==> config.mk <==
export PLATFORM = sky130hd
export DESIGN_NAME = tag_lookup
export DESIGN_NICKNAME = d
export VERILOG_FILES = /design/src/dcache_pkg.sv /design/src/tag_lookup.sv
export SDC_FILE = /design/constraint.sdc
export NUM_CORES = 1
export LEC_CHECK = 0
export BUFFER_PORTS_ARGS = -buffer_cell sky130_fd_sc_hd__buf_4
export CAP_MARGIN = 40
export CORE_ASPECT_RATIO = 1.1
export CORE_MARGIN = 5
export CORE_UTILIZATION = 47
export DETAILED_ROUTE_END_ITERATION = 8
export PLACE_DENSITY = 0.78
export SYNTH_ARGS = -nofsm -noshare
export SYNTH_HDL_FRONTEND = slang
export SYNTH_SLANG_ARGS = --single-unit
==> constraint.sdc <==
create_clock -name clk -period 1.6 [get_ports clk]
set_input_delay 0.16 -clock clk [delete_from_list [all_inputs] [get_ports clk]]
set_output_delay 0.16 -clock clk [all_outputs]
set_load 0.02 [all_outputs]
==> src/dcache_pkg.sv <==
/* dcache tag store shared definitions
   address fields, tag entry and lookup response types */
`default_nettype none

package dcache_pkg;

    localparam int TAG_W    = 21;                    // addr[31:11]
    localparam int INDEX_W  = 8;                     // 256 sets
    localparam int OFFSET_W = 3;                     // byte in line
    localparam int THREAD_W = 2;                     // owner thread id

    typedef logic [TAG_W-1:0]    tag_t;
    typedef logic [INDEX_W-1:0]  index_t;
    typedef logic [THREAD_W-1:0] thread_t;
    typedef logic                way_t;              // way 0 or way 1

    typedef struct packed {
        tag_t                tag;
        index_t              index;
        logic [OFFSET_W-1:0] offset;
    } cache_addr_t;                                  // 32-bit request address

    typedef struct packed {
        logic    valid;
        logic    dirty;
        thread_t thread;
        tag_t    tag;
    } way_entry_t;                                   // one way of one set

    typedef struct packed {
        logic    hit;
        way_t    hit_way;
        way_t    victim_way;
        logic    victim_dirty;
        tag_t    victim_tag;
        thread_t victim_thread;
    } tag_resp_t;

endpackage

`default_nettype wire

==> src/tag_lookup.sv <==
/* dcache tag compare, hit and victim selection
   response registered two cycles after the lookup strobe */
`timescale 1ns/1ps
`default_nettype none

module tag_lookup import dcache_pkg::*; (
    input  logic       clk,
    input  logic       arst_n,
    input  logic       lookup,
    input  tag_t       req_tag,
    input  way_entry_t way0,
    input  way_entry_t way1,
    input  way_t       lru,
    output logic       resp_valid,
    output tag_resp_t  resp
);

    logic       lookup_d;                            // aligned with SRAM q
    tag_t       req_tag_d;
    logic       hit0;
    logic       hit1;
    way_entry_t victim;
    tag_resp_t  resp_next;

    always_ff @(posedge clk or negedge arst_n) begin
        if (!arst_n) begin
            lookup_d <= 1'b0;
        end else begin
            lookup_d <= lookup;
        end
    end

    always_ff @(posedge clk) begin
        if (lookup) begin
            req_tag_d <= req_tag;
        end
    end

    always_comb begin
        hit0   = way0.valid && (way0.tag == req_tag_d);
        hit1   = way1.valid && (way1.tag == req_tag_d);
        victim = lru ? way1 : way0;

        resp_next.hit        = hit0 | hit1;
        resp_next.hit_way    = hit1 & ~hit0;         // way 0 wins a double hit
        resp_next.victim_way = lru;

        // an empty victim has nothing to write back
        resp_next.victim_dirty  = victim.valid & victim.dirty;
        resp_next.victim_tag    = victim.valid ? victim.tag : '0;
        resp_next.victim_thread = victim.valid ? victim.thread : '0;
    end

    always_ff @(posedge clk or negedge arst_n) begin
        if (!arst_n) begin
            resp_valid <= 1'b0;
        end else begin
            resp_valid <= lookup_d;                  // one-cycle pulse, t+2
        end
    end

    always_ff @(posedge clk) begin
        if (lookup_d) begin
            resp <= resp_next;
        end
    end

endmodule

`default_nettype wire

==> reports/results.txt <==
The run finished with clean final reports. The run gives 162 as the number of standard cells after synthesis. STA classifies the critical path startpoint as a flip-flop.

The first TritonRoute pass finished after 5 iterations. The data required time at the worst endpoint was 1720 ps; the count of nets left with antenna violations after detail routing was 0. Buffers placed on the I/O ports in this run total 102. The path with the worst hold slack has its endpoint at req_tag_d[10]. The final layout contains routed wiring with a total length of 5570 µm. TritonCTS built the clock tree. Dividing the detail-routed via count by the number of cells gives 4.97.

Number of flip-flops and latches in the synthesized netlist: 50. The final number of setup-violating endpoints was 0. The number of primary I/O pins came out at 103. The instance count along the most critical hold path came out at 1.

The worst setup path is of the reg2reg kind. On the worst path, the slowest cell contributes a delay of 420 ps. The total negative slack for setup checks is 0 ps. For the number of cells after detailed placement, the log shows 321.

The max-slew violation total from the final report was 0; the post-detailed-placement half-perimeter wirelength was 4450 µm. STA classifies the critical path endpoint as a flip-flop. The tools report the root cell of the clock tree as sky130_fd_sc_hd__clkbuf_8.

In the routed design, unresolved DRC markers number 0. The run gives 128 ps as the final critical-path setup slack. The initial antenna violation count was 0; the global-route wire length before repair was 8920 µm. After clock tree synthesis, the clock-pin slew on the worst setup and hold paths is 90 ps.

The fraction of layout instances using a drive strength above 1 came out at 0.438. The net count of the finished layout is 346. The areal power density over the cells works out to 851 nW/µm².

The maximum clock skew at final layout is 12.0 ps. The peak supply drop is 0.000597 V. The utilization of the core after routing was 0.670; the leakage component of the power was 1.43 nW.

On the critical path, the stage with the largest delay is an instance of sky130_fd_sc_hd__edfxtp_1. The signal on the critical path passes through xor2_1 -> nor4_2 -> nand4_1 -> a211oi_1. The die covers 6540 µm². The die boundary height is 84.3 µm, and the area share of the largest cell type after synthesis is 0.611. Counting every net in the synthesized netlist gives 237. The worst register-to-register path ends at resp[25]. The total overflow left after global routing is 0. The final routed wire length divided by cell count came out at 16.9 µm. Start of the worst register-to-register path: req_tag_d[9]. The slew at the pin closest to its max-slew limit is 365 ps. The hold violation total from the final report was 0. Max-cap violations in this run came to 0.

For this run, the number of Yosys warnings is 0. The pre-CTS setup slack is 98.2 ps, and the average instance area after synthesis is 14.6 µm². The via count of the first global-routing pass is 1855.

The clock period could shrink to 1470 ps. By area the synthesized netlist is led by sky130_fd_sc_hd__edfxtp_1 61%, sky130_fd_sc_hd__mux2i_1 10%, sky130_fd_sc_hd__xor2_1 8.9%, sky130_fd_sc_hd__xnor2_1 6.7%, sky130_fd_sc_hd__nor2_1 3.8%. No sink is reached through more buffers than the 2 on the longest clock path.

For the clock latency of the later-clocked register in the worst-skew pair, the log shows 300 ps. The iteration-0 DRC count of the detailed router is 81, and the effective utilization at floorplan is 0.478. Data on the critical path arrives at its endpoint at 1590 ps. The tools report the number of antenna diodes as 0. The top cell types in the final layout, fill and taps aside, are 106 x sky130_fd_sc_hd__buf_4, 48 x sky130_fd_sc_hd__edfxtp_1, 24 x sky130_fd_sc_hd__xor2_1, 24 x sky130_fd_sc_hd__mux2i_1, 24 x sky130_fd_sc_hd__nor2_1. In this run the horizontal extent of the chip is 77.5 µm. The worst slew slack as a fraction of its limit is 0.757, and the post-synth design cell area is 2360 µm².

The logs give 1639 for the count of vias placed by the detailed router and 27 for the count of standard-cell rows. Leaving out fill and tap cells, the most frequent cell in the layout is sky130_fd_sc_hd__buf_4. Relative to the synthesized area, the layout overhead comes to 40.1%. The core box area came out at 4930 µm². The ratio of final minimum period to clock period came out at 0.920.

Global placer's final weighted congestion: 0.772. The worst register-to-register path has a depth of 4. The fraction of the yosys area taken by sequential cells is 0.632, and the biggest fanout along the worst timing path is 2.

Setup repair after global routing left no endpoint under its margin. The netlist uses 15 different library cells. The H-tree was split into 2 levels. Timing would allow up to 679 MHz. The final hold slack is 32.9 ps. The number of buffers added by the clock tree synthesis step was 5.

The leading area contributor after synthesis was sky130_fd_sc_hd__edfxtp_1. The tools report the overall track demand over capacity in global routing as 0.175. The worst hold path belongs to the class in2reg. In this run the most critical hold path is launched from req_tag[10]. The flop-to-flop setup slack was 130 ps. Leaving out filler cells and counting taps, the final layout contains 330. For the clock sink count, the log shows 50. Entering global routing, the biggest net connects 28 pins. The tools report the post-CTS setup buffer count as 0.
==> layout make-up <==
type	count	area [µm²]
Tap cell	58	72.6
Clock buffer	8	80.1
Multi-Input combinational cell	107	855
Fill cell	398	1630
Timing Repair Buffer	107	806
Sequential cell	50	1490
==> power breakdown <==
group	leakage, nW	internal, mW	total, mW	switching (mW)
Combinational	0.873	0.281	0.537	0.256
Sequential	0.518	1.53	1.58	0.0457
Clock	0.0395	0.312	0.697	0.386
Total	1.43	2.12	2.81	0.687
==> how the worst max path moves through the flow <==
stage,start,to,cells after the start
final,req_tag_d[9],resp[25],4
after global routing,req_tag_d[12],resp[25],4
after CTS,req_tag_d[7],resp[25],4
after detailed placement,req_tag_d[1],resp[25],4
after global placement,req_tag_d[1],resp[25],4
after floorplan,req_tag_d[5],resp[25],4
==> critical path, delay by kind of cell, from the launching register on <==
kind	cells	cell delay [ps]
DFF	1	420
and+or+nand+nor	2	460
AOI/OAI and AO/OA	1	250
xor gates and xnor gates	1	170
==> flip-flops by register name, indices dropped and copies added (netlist names) <==
name        cells
resp_valid      1
resp           27
req_tag_d      21
lookup_d        1
==> layer usage <==
layer  global-route usage  part of all wire  wire length, µm
met1                0.187              0.35             1970
met2                0.338              0.57             3200
met3               0.0354             0.059              330
met4               0.0516             0.012               69
met5                    0                 0                0
==> stage by stage <==
step                instance area (µm²)  power, mW
global placement                   3200       2.14
CTS                                3290       2.83
detailed placement                 3200       2.14
finish                             3300       2.81
global route                       3300       2.94
floorplan                          2360       1.86
==> cells in the mapped netlist <==
cell type,n
sky130_fd_sc_hd__a211oi_1,1
sky130_fd_sc_hd__a2bb2o_2,1
sky130_fd_sc_hd__and3_1,1
sky130_fd_sc_hd__buf_2,5
sky130_fd_sc_hd__dfrtp_1,2
sky130_fd_sc_hd__edfxtp_1,48
sky130_fd_sc_hd__mux2i_1,24
sky130_fd_sc_hd__mux2i_2,1
sky130_fd_sc_hd__nand3_1,1
sky130_fd_sc_hd__nand4_1,5
sky130_fd_sc_hd__nor2_1,24
sky130_fd_sc_hd__nor4_1,3
sky130_fd_sc_hd__nor4_2,4
sky130_fd_sc_hd__xnor2_1,18
sky130_fd_sc_hd__xor2_1,24
==> repair_timing <==
action | in CTS | in global routing
gates resized for setup | 0 | 2
setup endpoints to repair | 0 | 2
hold endpoints to repair | 2 | 0
hold buffers | 1 | 0
==> cells by family (layout without fill, tap and decap cells) <==
group	Yosys count	in the layout	share of synthesized area
compound gates	2	2	0.00796
xor+xnor	42	42	0.156
buf+inv	5	115	0.0106
mux	25	25	0.108
flops	50	50	0.632
simple gates	38	38	0.0854
Note: power is estimated with default switching activity, not from simulation.
